===== src/logic/timer_bank_pkg.sv =====
// Shared widths, address map and register offsets of the timer bank.
// Modules import it in their bodies and use scoped names in their headers.

package timer_bank_pkg;

	// --------------------------------------------------
	// bus and bank sizing
	localparam int N_CHANNELS = 4;
	localparam int ADDR_W     = 16;
	localparam int DATA_W     = 32;

	// --------------------------------------------------
	// address map
	// each channel owns a 4 KiB window selected by the slot field
	localparam int SLOT_LSB = 12;
	localparam int SLOT_W   = 2;
	// any set bit from here up is outside the bank
	localparam int MAP_LSB  = SLOT_LSB + SLOT_W;
	// word offset inside one slot
	localparam int OFFSET_W = SLOT_LSB - 2;

	// byte offsets of the channel registers
	localparam logic [SLOT_LSB-1:0] REG_CTRL     = 12'h000;
	localparam logic [SLOT_LSB-1:0] REG_MTIME    = 12'h004;
	localparam logic [SLOT_LSB-1:0] REG_MTIMECMP = 12'h008;

	// control register fields
	localparam int CTRL_EN_BIT  = 0;
	localparam int CTRL_IRQ_BIT = 1;

	// --------------------------------------------------
	// timebase
	localparam int TICK_DIV = 5;
	localparam int TICK_W   = $clog2(TICK_DIV);

	// cycles a bus master waits for pready before giving up
	localparam int APB_TIMEOUT = 16;

	typedef logic [ADDR_W-1:0]     paddr_t;
	typedef logic [DATA_W-1:0]     pdata_t;
	typedef logic [N_CHANNELS-1:0] chan_vec_t;
	typedef logic [OFFSET_W-1:0]   offset_t;

endpackage


===== src/logic/tick_prescaler.sv =====
// Timebase for the channel timers.
// Produces a one-cycle tick every TICK_DIV clock cycles after reset.

`timescale 1ns/100ps

module tick_prescaler (
	input  logic clk,
	input  logic rst_n,
	output logic tick
);

	import timer_bank_pkg::*;

	logic [TICK_W-1:0] count;

	// down-counter, reloads when it hits zero
	always_ff @(posedge clk or negedge rst_n) begin
		if (!rst_n) begin
			count <= '0;
			tick  <= 1'b0;
		end else begin
			if (|count) begin
				count <= count - 1'b1;
			end else begin
				count <= TICK_W'(TICK_DIV - 1);
			end
			// one cycle after the count passes zero
			tick <= ~|count;
		end
	end

endmodule


===== src/logic/apb_slot_decoder.sv =====
// Splits the APB address into a channel select and an in-slot word offset.
// The access itself is broadcast unchanged to every channel.

`timescale 1ns/100ps

module apb_slot_decoder (
	input  logic                       psel,
	input  logic                       penable,
	input  logic                       pwrite,
	input  timer_bank_pkg::paddr_t     paddr,
	input  timer_bank_pkg::pdata_t     pwdata,
	output timer_bank_pkg::chan_vec_t  psel_ch,
	output logic                       penable_ch,
	output logic                       pwrite_ch,
	output timer_bank_pkg::offset_t    offset,
	output timer_bank_pkg::pdata_t     pwdata_ch
);

	import timer_bank_pkg::*;

	logic              unmapped;
	logic [SLOT_W-1:0] slot;

	// --------------------------------------------------
	// address split
	assign unmapped = |paddr[ADDR_W-1:MAP_LSB];
	assign slot     = paddr[MAP_LSB-1:SLOT_LSB];
	// byte lanes are ignored, registers are whole words
	assign offset   = paddr[SLOT_LSB-1:2];

	// at most one select, and only for a populated slot
	always_comb begin
		psel_ch = '0;
		if (psel && !unmapped && (int'(slot) < N_CHANNELS)) begin
			psel_ch[slot] = 1'b1;
		end
	end

	// --------------------------------------------------
	// broadcast to all channels
	assign penable_ch = penable;
	assign pwrite_ch  = pwrite;
	assign pwdata_ch  = pwdata;

endmodule


===== src/logic/timer_channel.sv =====
// One machine timer channel behind an APB slave port.
// Holds control, mtime and mtimecmp and raises irq when mtime >= mtimecmp.

`timescale 1ns/100ps

module timer_channel (
	input  logic                    clk,
	input  logic                    rst_n,
	input  logic                    tick,
	input  logic                    psel,
	input  logic                    penable,
	input  logic                    pwrite,
	input  timer_bank_pkg::offset_t offset,
	input  timer_bank_pkg::pdata_t  pwdata,
	output timer_bank_pkg::pdata_t  prdata,
	output logic                    pslverr,
	output logic                    irq
);

	import timer_bank_pkg::*;

	logic   enable;
	pdata_t mtime;
	pdata_t mtimecmp;

	logic access;
	logic hit_ctrl;
	logic hit_mtime;
	logic hit_mtimecmp;
	logic known;

	// --------------------------------------------------
	// register decode
	assign access       = psel && penable;
	assign hit_ctrl     = (offset == REG_CTRL[SLOT_LSB-1:2]);
	assign hit_mtime    = (offset == REG_MTIME[SLOT_LSB-1:2]);
	assign hit_mtimecmp = (offset == REG_MTIMECMP[SLOT_LSB-1:2]);
	assign known        = hit_ctrl || hit_mtime || hit_mtimecmp;

	// unknown offsets answer with an error and write nothing
	assign pslverr = access && !known;

	// --------------------------------------------------
	// control
	always_ff @(posedge clk or negedge rst_n) begin
		if (!rst_n) begin
			enable <= 1'b0;
		end else if (access && pwrite && hit_ctrl) begin
			enable <= pwdata[CTRL_EN_BIT];
		end
	end

	// --------------------------------------------------
	// mtime counter
	// a bus write wins over the tick increment
	always_ff @(posedge clk or negedge rst_n) begin
		if (!rst_n) begin
			mtime <= '0;
		end else if (access && pwrite && hit_mtime) begin
			mtime <= pwdata;
		end else if (tick && enable) begin
			mtime <= mtime + 1'b1;
		end
	end

	// --------------------------------------------------
	// compare value, all ones keeps irq quiet out of reset
	always_ff @(posedge clk or negedge rst_n) begin
		if (!rst_n) begin
			mtimecmp <= '1;
		end else if (access && pwrite && hit_mtimecmp) begin
			mtimecmp <= pwdata;
		end
	end

	assign irq = enable && (mtime >= mtimecmp);

	// --------------------------------------------------
	// read back
	always_comb begin
		prdata = '0;
		if (hit_ctrl) begin
			prdata[CTRL_EN_BIT]  = enable;
			prdata[CTRL_IRQ_BIT] = irq;
		end else if (hit_mtime) begin
			prdata = mtime;
		end else if (hit_mtimecmp) begin
			prdata = mtimecmp;
		end
	end

endmodule


===== src/logic/apb_response_mux.sv =====
// Collects the APB response of the selected channel.
// Accesses that select no channel are answered with an error and zero data.

`timescale 1ns/100ps

module apb_response_mux (
	input  logic                      psel,
	input  logic                      penable,
	input  timer_bank_pkg::chan_vec_t psel_ch,
	input  timer_bank_pkg::pdata_t    prdata_ch [timer_bank_pkg::N_CHANNELS],
	input  timer_bank_pkg::chan_vec_t pslverr_ch,
	output timer_bank_pkg::pdata_t    prdata,
	output logic                      pready,
	output logic                      pslverr
);

	import timer_bank_pkg::*;

	logic access;
	logic any_sel;

	assign access  = psel && penable;
	assign any_sel = |psel_ch;

	// no wait states, every access cycle completes
	assign pready = access;

	// select is one-hot, so an OR over the masked inputs is enough
	always_comb begin
		prdata = '0;
		for (int i = 0; i < N_CHANNELS; i++) begin
			if (psel_ch[i]) begin
				prdata = prdata | prdata_ch[i];
			end
		end
	end

	// unmapped address gets an error from here
	always_comb begin
		if (!access) begin
			pslverr = 1'b0;
		end else if (any_sel) begin
			pslverr = |(psel_ch & pslverr_ch);
		end else begin
			pslverr = 1'b1;
		end
	end

endmodule


===== src/logic/timer_bank.sv =====
// Top of the timer bank: an APB slave in front of N_CHANNELS machine timers.
// One compare interrupt per channel comes out on irq.

`timescale 1ns/100ps

module timer_bank (
	input  logic                      clk,
	input  logic                      rst_n,
	input  logic                      psel,
	input  logic                      penable,
	input  logic                      pwrite,
	input  timer_bank_pkg::paddr_t    paddr,
	input  timer_bank_pkg::pdata_t    pwdata,
	output timer_bank_pkg::pdata_t    prdata,
	output logic                      pready,
	output logic                      pslverr,
	output timer_bank_pkg::chan_vec_t irq
);

	import timer_bank_pkg::*;

	logic      tick;
	chan_vec_t psel_ch;
	logic      penable_ch;
	logic      pwrite_ch;
	offset_t   offset;
	pdata_t    pwdata_ch;
	pdata_t    prdata_ch [N_CHANNELS];
	chan_vec_t pslverr_ch;

	// --------------------------------------------------
	// timebase
	tick_prescaler u_prescaler (
		.clk   (clk),
		.rst_n (rst_n),
		.tick  (tick)
	);

	// --------------------------------------------------
	// address split
	apb_slot_decoder u_decoder (
		.psel       (psel),
		.penable    (penable),
		.pwrite     (pwrite),
		.paddr      (paddr),
		.pwdata     (pwdata),
		.psel_ch    (psel_ch),
		.penable_ch (penable_ch),
		.pwrite_ch  (pwrite_ch),
		.offset     (offset),
		.pwdata_ch  (pwdata_ch)
	);

	// --------------------------------------------------
	// channels
	for (genvar i = 0; i < N_CHANNELS; i++) begin : g_chan
		timer_channel u_channel (
			.clk     (clk),
			.rst_n   (rst_n),
			.tick    (tick),
			.psel    (psel_ch[i]),
			.penable (penable_ch),
			.pwrite  (pwrite_ch),
			.offset  (offset),
			.pwdata  (pwdata_ch),
			.prdata  (prdata_ch[i]),
			.pslverr (pslverr_ch[i]),
			.irq     (irq[i])
		);
	end

	// --------------------------------------------------
	// response path back to the master
	apb_response_mux u_resp_mux (
		.psel       (psel),
		.penable    (penable),
		.psel_ch    (psel_ch),
		.prdata_ch  (prdata_ch),
		.pslverr_ch (pslverr_ch),
		.prdata     (prdata),
		.pready     (pready),
		.pslverr    (pslverr)
	);

endmodule


===== config.mk =====
export PLATFORM = sky130hd
export DESIGN_NAME = timer_bank
export DESIGN_NICKNAME = d
export VERILOG_FILES = /design/src/logic/timer_bank_pkg.sv /design/src/logic/tick_prescaler.sv /design/src/logic/apb_slot_decoder.sv /design/src/logic/timer_channel.sv /design/src/logic/apb_response_mux.sv /design/src/logic/timer_bank.sv
export SDC_FILE = /design/constraint.sdc
export NUM_CORES = 1
export LEC_CHECK = 0
export ABC_AREA = 1
export BUFFER_PORTS_ARGS = -buffer_cell sky130_fd_sc_hd__buf_2
export CAP_MARGIN = 20
export CELL_PAD_IN_SITES_DETAIL_PLACEMENT = 0
export CELL_PAD_IN_SITES_GLOBAL_PLACEMENT = 2
export CORE_UTILIZATION = 37
export DETAILED_ROUTE_END_ITERATION = 8
export PLACE_DENSITY_LB_ADDON = 0.1
export SYNTH_ARGS = -nofsm -noshare
export SYNTH_HDL_FRONTEND = slang
export SYNTH_SLANG_ARGS = --single-unit

===== constraint.sdc =====
create_clock -name clk -period 2.7 [get_ports clk]
set_input_delay 0.54 -clock clk [delete_from_list [all_inputs] [get_ports clk]]
set_output_delay 0.54 -clock clk [all_outputs]
set_load 0.01 [all_outputs]

Word level (Yosys, flattened, before mapping)
Cells that the tools add are included.
{"block": "totals", "regBits": 264, "word_cells": 114}
{"block": "op_classes", "reduce_logical": 49, "bitwise": 4, "order_cmp": 6, "addsub": 5, "eq_ne": 2, "mux": 34}
{"cell": "2-to-1 mux 32 bit", "n": 20}
{"cell": "adder 32 x 1 -> 32 bit, second input constant", "n": 4}
{"cell": ">= comparator 32 bit", "n": 4}
{"cell": "2-to-1 mux 30 bit", "n": 4}
{"cell": "bitwise OR 32 bit", "n": 3}
{"cell": "logical AND 1 bit", "n": 35}
{"cell": "== test 10 x 1 -> 1 bit, second input constant", "n": 1}
{"cell": "== test 10 x 2 -> 1 bit, second input constant", "n": 1}
{"cell": "zero test 10 bit", "n": 1}
{"cell": "2-to-1 mux 2 bit", "n": 4}
{"cell": "nonzero test 2 bit", "n": 4}
{"cell": "OR reduction 4 bit", "n": 2}
{"cell": "bitwise AND 4 bit", "n": 1}
{"cell": "2-to-1 mux 4 bit", "n": 1}
{"cell": "zero test 1 bit", "n": 3}
{"cell": "less-than comparator 2 x 3 -> 1 bit, second input constant", "n": 1}
{"cell": "2-to-1 mux 1 bit", "n": 3}
{"cell": "2-to-1 mux 3 bit", "n": 1}
{"cell": "OR reduction 3 bit", "n": 1}
{"cell": "subtractor 3 x 1 -> 3 bit, second input constant", "n": 1}
{"cell": "demux 1 bit (select 2 bit)", "n": 1}
{"cell": ">= comparator 2 x 1 -> 1 bit, second input constant", "n": 1}
{"cell": "logical OR 1 bit", "n": 2}
{"cell": "OR reduction 2 bit", "n": 1}

Longest topological paths before layout
Gate-level depths: netlist of run 1.
{"block": "logic_depth", "depth_word": 12, "mapped_depth": 19, "mapped_depth_nobuf": 19}

By module
From an unflattened synthesis of run 1, not the netlist that was laid out.
{"block": "hier_totals", "cells_unflattened": 3277, "hier_area_um2": 22013.6}
{"mod": "timer_channel", "cells_each": 755, "n_inst": 4, "area_per_inst_um2": 5148.7}
{"mod": "apb_response_mux", "cells_each": 189, "n_inst": 1, "area_per_inst_um2": 902.1}
{"mod": "apb_slot_decoder", "cells_each": 56, "n_inst": 1, "area_per_inst_um2": 375.4}
{"mod": "tick_prescaler", "cells_each": 12, "n_inst": 1, "area_per_inst_um2": 141.4}

Worst setup path after synthesis of run 1
Ideal clock, no wire load.
{"block": "synth_timing", "kind": "input -> output", "startpoint": "in paddr[9]", "endpoint": "out prdata[14]", "required_ns": 2.160, "cell_stages": 8, "path_slack_ns": 0.303, "arrival_time_ns": 1.857, "n_path_buf": 2, "path_cell_list": "nor2_1 nand2_1 nor3_2 nand2_2 buf_2 buf_1 a21oi_1 a221oi_1"}
{"block": "synth_via", "elab_chain_cells": 11}
{"element": "from (decl)", "line": "timer_bank.sv:12", "text": "input timer_bank_pkg::paddr_t paddr,"}
{"element": "== test 10 x 2 -> 1 bit", "line": "timer_channel.sv:37", "text": "assign hit_mtimecmp = (offset == REG_MTIMECMP[SLOT_LSB-1:2]);"}
{"element": "2-to-1 mux 32 bit", "line": "timer_channel.sv:87", "text": "end else if (hit_mtimecmp) begin"}
{"element": "2-to-1 mux 32 bit", "line": "timer_channel.sv:85", "text": "end else if (hit_mtime) begin"}
{"element": "2-to-1 mux 30 bit", "line": "timer_channel.sv:82", "text": "if (hit_ctrl) begin"}
{"element": "2-to-1 mux 32 bit", "line": "apb_response_mux.sv:32", "text": "if (psel_ch[i]) begin"}
{"element": "bitwise OR 32 bit", "line": "apb_response_mux.sv:33", "text": "prdata = prdata | prdata_ch[i];"}
{"element": "2-to-1 mux 32 bit", "line": "apb_response_mux.sv:32"}
{"element": "bitwise OR 32 bit", "line": "apb_response_mux.sv:33"}
{"element": "2-to-1 mux 32 bit", "line": "apb_response_mux.sv:32"}
{"element": "bitwise OR 32 bit", "line": "apb_response_mux.sv:33"}
{"element": "2-to-1 mux 32 bit *", "line": "apb_response_mux.sv:32"}
{"element": "to (decl)", "line": "timer_bank.sv:14", "text": "output timer_bank_pkg::pdata_t prdata,"}
Every way passes the cells marked *; elsewhere a longest branch is shown, timed or not.

Final worst setup path of run 1
{"block": "layout_timing", "startpoint": "reg g_chan[3].u_channel.mtimecmp[30]", "endpoint": "out prdata[1]"}
{"block": "layout_via", "elab_chain_cells": 5}
{"element": "from (decl)", "line": "timer_channel.sv:24", "text": "pdata_t mtimecmp;"}
{"element": "from (signal assigned)", "line": "timer_channel.sv:72", "text": "mtimecmp <= pwdata;"}
{"element": ">= comparator 32 bit", "line": "timer_channel.sv:76", "text": "assign irq = enable && (mtime >= mtimecmp);"}
{"element": "logical AND 1 bit", "line": "timer_channel.sv:76"}
{"element": "2-to-1 mux 2 bit", "line": "timer_channel.sv:82"}
{"element": "bitwise OR 32 bit", "line": "apb_response_mux.sv:33"}
{"element": "2-to-1 mux 32 bit", "line": "apb_response_mux.sv:32"}
Every way passes these cells.

==> results of run 1 <==
[power groups by stage]
stage               clock, mW  sequential (mW)  combinational [mW]
floorplan                   0             4.04               0.103
global placement            0             4.04               0.386
detailed placement          0             4.04               0.390
CTS                      4.82             3.98               0.400
global route             4.97             3.98               0.467
finish                   4.73             3.98               0.433
[repair_timing]
item	4_1_cts	5_1_grt
setup endpoints to repair	22	32
gates resized for setup	152	266
hold endpoints to repair	4	0
buffers inserted	16	28
pin swaps	99	105
cloned	0	6
hold buffers	1	0
[synth_stat cells, types with 2 or more instances]
cell type,instances,area (um2)
sky130_fd_sc_hd__o221ai_2,8,120
sky130_fd_sc_hd__buf_2,23,115
sky130_fd_sc_hd__buf_1,2,7.51
sky130_fd_sc_hd__nor2_4,3,33.8
sky130_fd_sc_hd__a21oi_1,170,851
sky130_fd_sc_hd__nand2_1,617,2320
sky130_fd_sc_hd__a31o_2,2,17.5
sky130_fd_sc_hd__dfstp_2,128,3360
sky130_fd_sc_hd__o211ai_1,24,180
sky130_fd_sc_hd__xnor2_1,11,96.3
sky130_fd_sc_hd__o21ai_1,5,25.0
sky130_fd_sc_hd__o221ai_1,63,552
sky130_fd_sc_hd__nor3_2,3,30.0
sky130_fd_sc_hd__clkinv_1,5,18.8
sky130_fd_sc_hd__inv_1,375,1410
sky130_fd_sc_hd__nand3_1,46,230
sky130_fd_sc_hd__o21a_1,6,45.0
sky130_fd_sc_hd__a21o_1,14,105
sky130_fd_sc_hd__a221oi_1,19,166
sky130_fd_sc_hd__nor2_2,15,93.8
sky130_fd_sc_hd__inv_2,7,26.3
sky130_fd_sc_hd__ha_1,133,1660
sky130_fd_sc_hd__clkbuf_1,60,225
sky130_fd_sc_hd__nor2_1,159,597
sky130_fd_sc_hd__nand4_1,34,213
sky130_fd_sc_hd__o31ai_1,3,22.5
sky130_fd_sc_hd__nor4_1,7,43.8
sky130_fd_sc_hd__o21ai_0,222,1110
sky130_fd_sc_hd__xor2_1,90,788
sky130_fd_sc_hd__nor3_1,48,240
sky130_fd_sc_hd__a22oi_1,5,37.5
sky130_fd_sc_hd__o22ai_1,56,350
sky130_fd_sc_hd__dfrtp_1,136,3400
sky130_fd_sc_hd__buf_4,5,37.5
sky130_fd_sc_hd__a211oi_1,3,22.5
sky130_fd_sc_hd__nand2_2,5,31.3
[cells by family (layout without fill, tap and decap cells)]
logic type | Yosys count | count (layout)
buffers and inverters | 478 | 849
adder cells (fa/ha/maj) | 133 | 133
flip-flops | 264 | 264
XOR/XNOR | 101 | 101
AO/OA/AOI/OAI | 605 | 605
AND/OR/NAND/NOR | 942 | 942
[registers in the layout (all words and copies together), names as in the netlist]
register                   flops
g_chan.u_channel.mtime       128
g_chan.u_channel.enable        4
u_prescaler.tick               1
u_prescaler.count              3
g_chan.u_channel.mtimecmp    128
[tightest hold or removal path: stages]
cell and delay (ns):
sky130_fd_sc_hd__buf_2 0.09, sky130_fd_sc_hd__o21ai_1 0.06, sky130_fd_sc_hd__inv_1 0.04
[metrics by stage]
stage	setup WS [ns]	hold slack (ns)	cells	setup TNS, ns	utilization [%]
after detailed placement	-0.0951	0.445	3451	-0.980	44.3
after CTS	-0.553	0.201	3525	-1.77	48.2
after global placement	-0.0655	0.433	3451	-0.439	44.3
after global routing	-0.556	0.240	3558	-2.98	51.3
after floorplan	0.303	0.244	2523	0	-
final	-0.479	0.225	3558	-1.46	51.3
[worst min path at each step]
stage	depth (start not counted)	endpoint	from	slack [ns]
floorplan	0	g_chan[0].u_channel.enable$_DFFE_PN0P_	rst_n	0.24
global placement	1	u_prescaler.count[0]$_DFF_PN0_	u_prescaler.count[0]$_DFF_PN0_	0.43
detailed placement	1	u_prescaler.count[0]$_DFF_PN0_	u_prescaler.count[0]$_DFF_PN0_	0.44
CTS	3	g_chan[3].u_channel.mtime[6]$_DFFE_PN0P_	pwdata[6]	0.20
global route	3	g_chan[3].u_channel.mtime[7]$_DFFE_PN0P_	pwdata[7]	0.24
finish	3	g_chan[3].u_channel.mtime[6]$_DFFE_PN0P_	pwdata[6]	0.22
[final cells by class]
cell class | instances | area [um2]
clock buffers | 58 | 1060
clock inverters | 3 | 65.1
fillers | 4854 | 24000
inverters | 387 | 1470
multi-input cells | 1781 | 11700
flip-flops and latches | 264 | 6770
well taps | 664 | 831
repair buffers | 401 | 3430
[layer usage]
layer / routed length, um / global-route usage [%] / vias to the layer above
met1: 37900 / 45.1 / 9186
met2: 33400 / 43.6 / 578
met3: 5480 / 5.61 / 87
li1: - / - / 9098
met5: 0 / 0 / -
met4: 1850 / 7.74 / 0
==> impl_results.rst, run 1 <==
.. list-table::
   :header-rows: 1

   * - Metric
     - Value
   * - Combinational family with the most area after synthesis
     - simple AND/OR/NAND/NOR gates
   * - Count of different cell masters after synthesis
     - 47
   * - Number of pins exceeding their max-slew limit in the final report
     - 0
   * - Share of cells above drive strength 1
     - 32.1%
   * - Area growth from synthesis to layout
     - 35.6%
   * - Worst-case setup margin in the final layout
     - -0.479 ns
   * - Cell family contributing the most delay on the critical path
     - simple AND/OR/NAND/NOR gates
   * - Number of sinks handled by clock tree synthesis
     - 264
   * - Slowest stage delay, CP
     - 0.54 ns
   * - Net Sw Frac
     - 23.9%
   * - Number of synthesized register bits
     - 264
   * - CTS buffer count
     - 35
   * - Warnings, synthesis
     - 0
   * - Most used cells in the layout excluding fill and tap cells
     - sky130_fd_sc_hd__nand2_1 (549), sky130_fd_sc_hd__inv_1 (312), sky130_fd_sc_hd__buf_4 (257)
   * - Final count of hold timing violations
     - 0
   * - Routed wire per std cell
     - 22.1 um
   * - Maximum number of pins on one net before global-route repair
     - 67
   * - DR vias
     - 18,900
   * - Shortest clock period the worst path allows after layout
     - 3.18 ns
   * - Violations in the final reports
     - setup timing
   * - Unrepaired setup endpoints after global routing
     - yes
   * - Clock insertion delay at the later pin of the skew report
     - 0.55 ns
   * - Core box area
     - 0.0494 mm2
   * - CTS tree
     - built
   * - Multiplexer share of the synthesized area
     - 0%
   * - P_sw
     - 2.19 mW
   * - Number of detailed-routing iterations run before antenna repair
     - 5
   * - Post-synthesis share of cell area spent on and, or, nand and nor gates
     - 20.7%
   * - Design Power
     - 9.14 mW
   * - Fraction of registers with async set/reset
     - 100%
   * - Startpoint type of the worst setup path
     - flop
   * - Reg clk slew, reported paths
     - 0.06 ns
   * - Max FO, Critical Path
     - 2
   * - Initial antenna violation count
     - 0
   * - Adder-cell share of the synthesized area
     - 8.91%
   * - Crit path arrival time
     - 2.64 ns
   * - Post-synthesis instance area
     - 0.0187 mm2
   * - Slack of the worst reg-to-reg path
     - 0.30 ns
   * - Sequential share of power
     - 43.6%
   * - Floorplan die area
     - 0.0514 mm2
   * - Number of enable flip-flop cells after synthesis
     - 0
   * - Critical register-to-register path endpoint
     - g_chan[0].u_channel.mtime[29]$_DFFE_PN0P_
   * - Critical path depth
     - 16
   * - Worst slew pin tran
     - 0.725 ns
   * - GR Util All Layers
     - 30.1%
   * - Relative slew slack
     - 51.2%
   * - Worst setup startpoint
     - g_chan[3].u_channel.mtimecmp[30]$_DFFE_PN1P_
   * - Die W
     - 227 um
   * - Post-synthesis net count
     - 2,709
   * - Count of final setup violators
     - 8
   * - Congestion Overflow GR
     - 0
   * - Antenna fix cells
     - 0
   * - Skew final
     - 0.0123 ns
   * - Fraction of power consumed by combinational cells
     - 4.7%
   * - Internal
     - 6.96 mW
   * - Sequential cell area fraction in the yosys report
     - 36.2%
   * - Post-detailed-placement half-perimeter wirelength
     - 60,300 um
   * - Areal power density over the cells
     - 361 mW/mm2
   * - Register-to-Register Path Depth
     - 9
   * - Prevailing post-synth register cell
     - sky130_fd_sc_hd__dfrtp_1
   * - # port buffers
     - 88
   * - Hold/Removal Path Class
     - in2reg
   * - Maximum root-to-sink buffer count
     - 3
   * - Run status
     - finished, violations left
   * - Layout Cell Area excl Fill
     - 0.0253 mm2
   * - Startpoint of the worst register-to-register path
     - g_chan[0].u_channel.mtime[3]$_DFFE_PN0P_
   * - Remaining design rule violation count
     - 0
   * - Number of placement rows
     - 81
   * - CTS H-tree lvls
     - 2
   * - Max IR drop VDD
     - 373 uV
   * - Vias per std cell
     - 5.33
   * - Post-Synthesis Mean Instance Area
     - 7.40 um2
   * - Clk network pwr share
     - 51.7%
   * - Placed inst area
     - 0.0219 mm2
   * - Slowest cell on the critical path
     - sky130_fd_sc_hd__dfstp_2
   * - Synthesized-area fraction occupied by xor and xnor cells
     - 4.74%
   * - Max-cap viol count
     - 0
   * - Share of the synthesized area in compound gates (AO/OA/AOI/OAI)
     - 19.5%
   * - Final RePlAce weighted congestion
     - 0.951
   * - Vias in the first global route
     - 18,100
   * - Most frequent cell on the critical path
     - sky130_fd_sc_hd__nand2_2
   * - Post-detailed-route count of antenna-violating nets
     - 0
   * - Nature of the critical path endpoint
     - output pin
   * - Leading cell type in the layout, fill and taps excluded
     - sky130_fd_sc_hd__nand2_1
   * - IO Pins
     - 91
   * - Synthesized instance count
     - 2,523
   * - Category of the most critical setup path
     - reg2out
   * - Final wirelength
     - 78,600 um
   * - Floorplan die height
     - 227 um
   * - Leak
     - 10.7 nW
   * - Worst setup path endpoint
     - prdata[1]
   * - Nets
     - 3,056
   * - Final critical-path share of the clock period
     - 118%
   * - Chain of cells forming the critical path
     - inv_2, ha_4, nand2_4, nor2_4, nand4_1, nor2_1, buf_4, nand2_4, nand2_2, nand2_2, nand2_2, nand2_2, nand2_2, inv_2, nand2_1, buf_2
   * - Clock Tree Root
     - sky130_fd_sc_hd__clkbuf_16
   * - FMAX
     - 0.315 GHz
   * - Initial standard-cell utilization of the core
     - 37.8%
   * - Critical path buffers and inverters
     - 4
   * - Number of DRC markers in iteration 0
     - 1,394
   * - Wire length of the first global-routing pass
     - 113,000 um
   * - Critical Path RT
     - 2.16 ns
Power figures use the tool's default switching activity.
==> run 2: changes to the inputs <==
--- a/config.mk
+++ b/config.mk
@@ -5,12 +5,11 @@
 export SDC_FILE = /design/constraint.sdc
 export NUM_CORES = 1
 export LEC_CHECK = 0
-export ABC_AREA = 1
 export BUFFER_PORTS_ARGS = -buffer_cell sky130_fd_sc_hd__buf_2
 export CAP_MARGIN = 20
 export CELL_PAD_IN_SITES_DETAIL_PLACEMENT = 0
 export CELL_PAD_IN_SITES_GLOBAL_PLACEMENT = 2
-export CORE_UTILIZATION = 37
+export CORE_UTILIZATION = 39
 export DETAILED_ROUTE_END_ITERATION = 8
 export PLACE_DENSITY_LB_ADDON = 0.1
 export SYNTH_ARGS = -nofsm -noshare
==> constraint.sdc (replaced) <==
create_clock -name clk -period 2.7 [get_ports clk]
set_input_delay 0.54 -clock clk [delete_from_list [all_inputs] [get_ports clk]]
set_output_delay 0.54 -clock clk [all_outputs]
set_load 0.05 [all_outputs]
==> impl_results.rst, run 2 <==
.. list-table::
   :header-rows: 1

   * - Metric
     - Value
   * - Number of detailed-routing iterations run before antenna repair
     - 6
   * - Post-detailed-placement half-perimeter wirelength
     - 50,900 um
   * - Number of placement rows
     - 76
   * - CTS H-tree lvls
     - 2
   * - Biggest regs
     - g_chan.u_channel.mtime: 128 flops, g_chan.u_channel.mtimecmp: 128 flops, g_chan.u_channel.enable: 4 flops
   * - Nets
     - 2,547
   * - Congestion Overflow GR
     - 0
   * - Vias in the first global route
     - 16,400
   * - Number of enable flip-flop cells after synthesis
     - 0
   * - Leak
     - 10.4 nW
   * - Count of different cell masters after synthesis
     - 65
   * - Initial antenna violation count
     - 1
   * - Core box area
     - 0.0434 mm2
   * - Count of final setup violators
     - 36
   * - Combinational family with the most area after synthesis
     - compound AO/OA/AOI/OAI gates
   * - Leading cell type in the layout, fill and taps excluded
     - sky130_fd_sc_hd__buf_4
   * - Top post-synthesis cells by area
     - sky130_fd_sc_hd__dfrtp_1 (20%), sky130_fd_sc_hd__dfstp_2 (19%), sky130_fd_sc_hd__ha_1 (9.6%)
   * - CTS buffer count
     - 35
   * - Number of DRC markers in iteration 0
     - 1,055
   * - Final cell utilization of the core
     - 56.0%
   * - FMAX
     - 0.269 GHz
   * - P_sw
     - 2.28 mW
   * - Largest area contributor in the netlist
     - sky130_fd_sc_hd__dfrtp_1
   * - Floorplan die area
     - 0.0451 mm2
   * - Shortest clock period the worst path allows after layout
     - 3.71 ns
   * - WHS
     - 0.285 ns
   * - CTS tree
     - built
   * - Fraction of power consumed by combinational cells
     - 5.9%
   * - Share of cells above drive strength 1
     - 38.7%
   * - Areal power density over the cells
     - 384 mW/mm2
   * - Worst-case setup margin in the final layout
     - -1.01 ns
   * - Placed cells
     - 2,894
   * - Final wirelength
     - 68,600 um
   * - Share of the synthesized area in compound gates (AO/OA/AOI/OAI)
     - 16.0%
   * - Number of synthesized register bits
     - 264
   * - Post-detailed-route count of antenna-violating nets
     - 0
   * - Vias per std cell
     - 5.43
   * - Worst slew pin tran
     - 0.575 ns
   * - Startpoint type of the worst setup path
     - flop
   * - Clock insertion delay at the later pin of the skew report
     - 0.55 ns
   * - Post-Synthesis Mean Instance Area
     - 8.90 um2
   * - Initial standard-cell utilization of the core
     - 39.8%
   * - Layout Cell Area excl Fill
     - 0.0243 mm2
   * - Hold/Removal Path Class
     - in2reg
   * - Warnings, synthesis
     - 0
   * - Post-synthesis share of cell area spent on and, or, nand and nor gates
     - 15.5%
   * - Maximum root-to-sink buffer count
     - 3
   * - Max IR drop VDD
     - 366 uV
   * - Sequential cell area fraction in the yosys report
     - 39.2%
   * - Area growth from synthesis to layout
     - 40.6%
   * - Crit path arrival time
     - 3.17 ns
   * - Slowest stage delay, CP
     - 0.53 ns
   * - Unrepaired setup endpoints after global routing
     - yes
   * - Final RePlAce weighted congestion
     - 0.954
   * - Clk network pwr share
     - 51.5%
   * - Number of sinks handled by clock tree synthesis
     - 264
   * - Number of pins exceeding their max-slew limit in the final report
     - 0
   * - Wire length of the first global-routing pass
     - 102,000 um
   * - Run status
     - finished, violations left
   * - Final count of hold timing violations
     - 0
   * - Chain of cells forming the critical path
     - inv_2, ha_4, a21o_1, a211oi_2, o211ai_1, a2111oi_2, o211ai_1, a211oi_2, o221ai_4, buf_6
   * - Floorplan die height
     - 212 um
   * - Routed wire per std cell
     - 23.1 um
   * - Max FO, Critical Path
     - 2
   * - Most used standard cell by instance count after synthesis
     - sky130_fd_sc_hd__nand2_1
   * - GR Util All Layers
     - 31.1%
   * - Category of the most critical setup path
     - reg2out
   * - Max-cap viol count
     - 0
   * - Post-synth top area share
     - 19.7%
   * - Skew final
     - 0.0230 ns
   * - Sequential share of power
     - 42.6%
   * - Internal
     - 7.04 mW
   * - Final Non-Filler Cells
     - 2,972
   * - Die W
     - 212 um
   * - Fraction of registers with async set/reset
     - 100%
   * - Nature of the critical path endpoint
     - output pin
   * - Relative slew slack
     - 61.7%
   * - Post-synthesis instance area
     - 0.0173 mm2
   * - Synthesized instance count
     - 1,941
   * - Reg clk slew, reported paths
     - 0.06 ns
   * - Slowest cell on the critical path
     - sky130_fd_sc_hd__dfstp_2
   * - Violations in the final reports
     - setup timing
   * - Multiplexer share of the synthesized area
     - 7.30%
   * - # port buffers
     - 88
   * - Prevailing post-synth register cell
     - sky130_fd_sc_hd__dfrtp_1
   * - Post-synthesis net count
     - 2,127
   * - Clock Tree Root
     - sky130_fd_sc_hd__clkbuf_16
   * - IO Pins
     - 91
   * - Critical Path RT
     - 2.16 ns
   * - Placed inst area
     - 0.0218 mm2
   * - Maximum number of pins on one net before global-route repair
     - 68
   * - Final critical-path share of the clock period
     - 137%
   * - Most used cells in the layout excluding fill and tap cells
     - sky130_fd_sc_hd__buf_4 (372), sky130_fd_sc_hd__nand2_1 (231), sky130_fd_sc_hd__dfrtp_1 (135)
   * - DR vias
     - 16,100
   * - Adder-cell share of the synthesized area
     - 9.63%
   * - Remaining design rule violation count
     - 0
   * - Net Sw Frac
     - 24.4%
   * - Setup total negative slack
     - -14.23 ns
   * - Most common library cells after synthesis
     - sky130_fd_sc_hd__nand2_1 (239), sky130_fd_sc_hd__inv_1 (143), sky130_fd_sc_hd__a21oi_1 (141), sky130_fd_sc_hd__o21ai_0 (139), sky130_fd_sc_hd__dfrtp_1 (136)
   * - Synthesized-area fraction occupied by xor and xnor cells
     - 6.29%
## run 2: final cells by class
class,count,area (um2)
Clock inverter,8,93.8
Timing Repair Buffer,507,4430
Clock buffer,54,1060
Tap cell,585,732
Sequential cell,264,6770
Antenna cell,1,2.50
Multi-Input combinational cell,1410,10700
Inverter,143,537
Fill cell,3962,19100
## run 2: kinds of logic after synthesis
logic type / Yosys count
and+or+nand+nor: 574
xor gates and xnor gates: 124
adders and majority gates: 133
buffers and inverters: 267
DFF: 264
AOI/OAI and AO/OA: 462
muxes: 117
## run 2: timing repair
item	4_1_cts	5_1_grt
resized for setup	202	59
cloned	3	1
setup buffers	13	7
setup endpoints to repair	36	83
pin swaps	58	45
hold buffers	1	0
hold endpoints to repair	29	0
## run 2: critical path, delay by kind of cell, from the launching register on
kind | cells | cell delay (ns)
adder cells (fa/ha/maj) | 1 | 0.20
flip-flops | 1 | 0.53
buffers and inverters | 2 | 0.21
AO/OA/AOI/OAI | 7 | 1.66
## run 2: per-stage QoR
step	power [mW]	setup WS, ns
6_report	9.32	-1.01
5_1_grt	9.60	-1.11
4_1_cts	9.42	-1.01
3_5_place_dp	4.58	-1.16
3_3_place_gp	4.57	-1.20
2_1_floorplan	4.27	-0.271
## run 2: metal layers
metal | GRT usage, % | wire (um) | up-vias
li1 | - | - | 7682
met1 | 41.7 | 30600 | 7949
met2 | 49.9 | 31900 | 416
met3 | 6.44 | 4380 | 99
met4 | 9.85 | 1750 | 0
met5 | 0 | 0 | -
## run 2: worst paths after layout
path | from | end | slack [ns] | cells past startpoint
max | g_chan[0].u_channel.mtimecmp[5]$_DFFE_PN1P_ | prdata[1] | -1.01 | 10
min | pwdata[26] | g_chan[3].u_channel.mtimecmp[26]$_DFFE_PN1P_ | 0.29 | 3
max reg2reg | g_chan[3].u_channel.mtime[9]$_DFFE_PN0P_ | g_chan[3].u_channel.mtime[30]$_DFFE_PN0P_ | 0.12 | 8
min reg2reg | u_prescaler.count[0]$_DFF_PN0_ | u_prescaler.count[0]$_DFF_PN0_ | 0.45 | 1
max in group asynchronous | rst_n | g_chan[1].u_channel.mtimecmp[16]$_DFFE_PN1P_ | 1.28 | 3
min in group asynchronous | rst_n | g_chan[1].u_channel.enable$_DFFE_PN0P_ | 0.55 | 2
## run 2: power groups by stage
stage	Clock (mW)	Sequential, mW	Combinational, mW
2_1_floorplan	0	4.04	0.232
3_5_place_dp	0	4.04	0.537
6_report	4.80	3.98	0.548
4_1_cts	4.89	3.98	0.550
3_3_place_gp	0	4.04	0.533
5_1_grt	5.04	3.97	0.588
==> run 3: changes to the inputs <==
--- a/config.mk
+++ b/config.mk
@@ -9,9 +9,10 @@
 export CAP_MARGIN = 20
 export CELL_PAD_IN_SITES_DETAIL_PLACEMENT = 0
 export CELL_PAD_IN_SITES_GLOBAL_PLACEMENT = 2
-export CORE_UTILIZATION = 39
+export CORE_UTILIZATION = 42
 export DETAILED_ROUTE_END_ITERATION = 8
 export PLACE_DENSITY_LB_ADDON = 0.1
+export SLEW_MARGIN = 0
 export SYNTH_ARGS = -nofsm -noshare
 export SYNTH_HDL_FRONTEND = slang
 export SYNTH_SLANG_ARGS = --single-unit
==> constraint.sdc (replaced) <==
create_clock -name clk -period 4.6 [get_ports clk]
set_input_delay 0.92 -clock clk [delete_from_list [all_inputs] [get_ports clk]]
set_output_delay 0.92 -clock clk [all_outputs]
set_load 0.05 [all_outputs]
==> impl_results.rst, run 3 (synthesis gave the netlist of run 2 again) <==
.. list-table::
   :header-rows: 1

   * - Metric
     - Value
   * - Run status
     - completed
   * - Maximum number of pins on one net before global-route repair
     - 103
   * - Areal power density over the cells
     - 274 mW/mm2
   * - Relative slew slack
     - 35.2%
   * - CTS tree
     - built
   * - Worst slew pin tran
     - 0.971 ns
   * - Number of buffers added for setup after CTS
     - 0
   * - Most used cells in the layout excluding fill and tap cells
     - sky130_fd_sc_hd__nand2_1 (237), sky130_fd_sc_hd__inv_1 (143), sky130_fd_sc_hd__a21oi_1 (141)
   * - Wire length of the first global-routing pass
     - 91,100 um
   * - Number of DRC markers in iteration 0
     - 1,084
   * - Congestion Overflow GR
     - 0
   * - Final RePlAce weighted congestion
     - 0.860
   * - Max-cap viol count
     - 0
   * - Setup total negative slack
     - 0 ns
   * - Number of placement rows
     - 73
   * - DR vias
     - 14,600
   * - Clock Tree Root
     - sky130_fd_sc_hd__clkbuf_16
   * - GR Util All Layers
     - 29.5%
   * - Skew final
     - 0.0165 ns
   * - Final wirelength
     - 60,300 um
   * - Number of detailed-routing iterations run before antenna repair
     - 6
   * - Initial standard-cell utilization of the core
     - 43.0%
   * - CTS buffer count
     - 35
   * - Unrepaired setup endpoints after global routing
     - no
   * - Shortest clock period the worst path allows after layout
     - 4.47 ns
   * - Die W
     - 205 um
   * - Final count of hold timing violations
     - 0
   * - Reg clk slew, reported paths
     - 0.06 ns
   * - Nature of the critical path endpoint
     - output pin
   * - Core box area
     - 0.0402 mm2
   * - Biggest regs
     - g_chan.u_channel.mtime: 128 flops, g_chan.u_channel.mtimecmp: 128 flops, g_chan.u_channel.enable: 4 flops
   * - Floorplan die height
     - 205 um
   * - Category of the most critical setup path
     - reg2out
   * - Hold buffer count at cts
     - 0
   * - Share of cells above drive strength 1
     - 20.8%
   * - Post-detailed-route count of antenna-violating nets
     - 0
   * - Critical Path RT
     - 3.68 ns
   * - Register-to-Register Path Depth
     - 8
   * - Slack of the worst reg-to-reg path
     - 1.97 ns
   * - Number of sinks handled by clock tree synthesis
     - 264
   * - CTS H-tree lvls
     - 2
   * - Startpoint type of the worst setup path
     - flop
   * - Startpoint of the worst register-to-register path
     - u_prescaler.tick$_DFF_PN0_
   * - Remaining design rule violation count
     - 0
   * - Routed wire per std cell
     - 23.7 um
   * - Leading cell type in the layout, fill and taps excluded
     - sky130_fd_sc_hd__nand2_1
   * - Initial antenna violation count
     - 0
   * - Layout Cell Area excl Fill
     - 0.0196 mm2
   * - Floorplan die area
     - 0.0419 mm2
   * - # port buffers
     - 88
   * - Nets
     - 2,186
   * - Clock insertion delay at the later pin of the skew report
     - 0.55 ns
   * - Crit path arrival time
     - 3.55 ns
   * - Post-placement worst setup slack
     - 0.268 ns
   * - Worst-case setup margin in the final layout
     - 0.125 ns
   * - Count of final setup violators
     - 0
   * - IO Pins
     - 91
   * - Hold/Removal Path Class
     - in2async
   * - Maximum root-to-sink buffer count
     - 3
   * - Max IR drop VDD
     - 197 uV
   * - Vias in the first global route
     - 14,100
   * - Leak
     - 8.37 nW
   * - Post-detailed-placement half-perimeter wirelength
     - 44,000 um
   * - Final critical-path share of the clock period
     - 97.3%
   * - Vias per std cell
     - 5.71
   * - Placed inst area
     - 0.0184 mm2
   * - Max FO, Critical Path
     - 3
   * - FMAX
     - 0.223 GHz
   * - Antenna fix cells
     - 0
   * - Number of pins exceeding their max-slew limit in the final report
     - 0
   * - Number of inserted filler cells in the final layout
     - 3,867
   * - Area growth from synthesis to layout
     - 13.6%
   * - Final cell utilization of the core
     - 48.8%
   * - Critical register-to-register path endpoint
     - g_chan[2].u_channel.mtime[22]$_DFFE_PN0P_
run 3: changes by cell type in the layout (fill, tap and decap cells not counted), moves of 29 or more:
cell	change
sky130_fd_sc_hd__buf_12	-30
sky130_fd_sc_hd__buf_2	+34
sky130_fd_sc_hd__buf_4	-317
sky130_fd_sc_hd__buf_6	-30
sky130_fd_sc_hd__ha_1	+31
sky130_fd_sc_hd__ha_4	-29
run 3: worst max-delay path, cell delays in order (launching register included):
cell,delay [ns]
sky130_fd_sc_hd__dfstp_2,0.54
sky130_fd_sc_hd__inv_1,0.05
sky130_fd_sc_hd__ha_1,0.30
sky130_fd_sc_hd__a21o_1,0.18
sky130_fd_sc_hd__a31oi_1,0.19
sky130_fd_sc_hd__o211ai_1,0.26
sky130_fd_sc_hd__a2111oi_4,0.40
sky130_fd_sc_hd__buf_4,0.18
sky130_fd_sc_hd__o211ai_1,0.22
sky130_fd_sc_hd__a211oi_2,0.31
sky130_fd_sc_hd__o221ai_1,0.15
sky130_fd_sc_hd__buf_4,0.22
run 3: per-stage QoR:
| step | power [mW] | std cells | hold slack (ns) |
|---|---|---|---|
| 6_report | 5.38 | 2551 | 0.379 |
| 5_1_grt | 5.55 | 2551 | 0.459 |
| 4_1_cts | 5.44 | 2551 | 0.465 |
| 2_1_floorplan | 2.49 | 1941 | 0.424 |
| 3_5_place_dp | 2.63 | 2488 | 0.453 |
| 3_3_place_gp | 2.63 | 2488 | 0.437 |
run 3: layer usage:
metal	vias up	GRT usage (%)	wire, um
met5	-	0	0
met4	0	8.24	1330
met3	83	3.80	3390
met2	411	45.1	26600
met1	7117	43.3	29100
li1	6952	-	-
run 3: timing repair:
action                                  in CTS  in global routing
pin swaps                                    4                  5
endpoints found under the setup margin       1                  1
resized for setup                            5                  4
run 3: final cells by class:
class / count / area (um2) / share of cell area, %
clock buffer: 56 / 1100 / 5.59
sequential: 264 / 6770 / 34.5
multi-input combinational: 1410 / 9530 / 48.5
inverter: 143 / 537 / 2.73
timing repair buffer: 146 / 983 / 5.01
clock inverter: 7 / 60.1 / 0.306
tap: 525 / 657 / 3.35
run 3: power by group:
part           switching, mW  internal [mW]  leakage, nW
clock network           1.09           1.69        0.576
registers            0.00409           2.33         2.57
logic                  0.186         0.0739         5.22
total                   1.28           4.09         8.37
run 3: how the worst max path moves through the flow:
| stage | startpoint | end |
|---|---|---|
| finish | g_chan[0].u_channel.mtimecmp[2]$_DFFE_PN1P_ | prdata[1] |
| global route | g_chan[0].u_channel.mtimecmp[2]$_DFFE_PN1P_ | prdata[1] |
| CTS | g_chan[0].u_channel.mtimecmp[5]$_DFFE_PN1P_ | prdata[1] |
| detailed placement | g_chan[0].u_channel.mtimecmp[5]$_DFFE_PN1P_ | prdata[1] |
| global placement | g_chan[0].u_channel.mtimecmp[5]$_DFFE_PN1P_ | prdata[1] |
| floorplan | paddr[11] | prdata[0] |
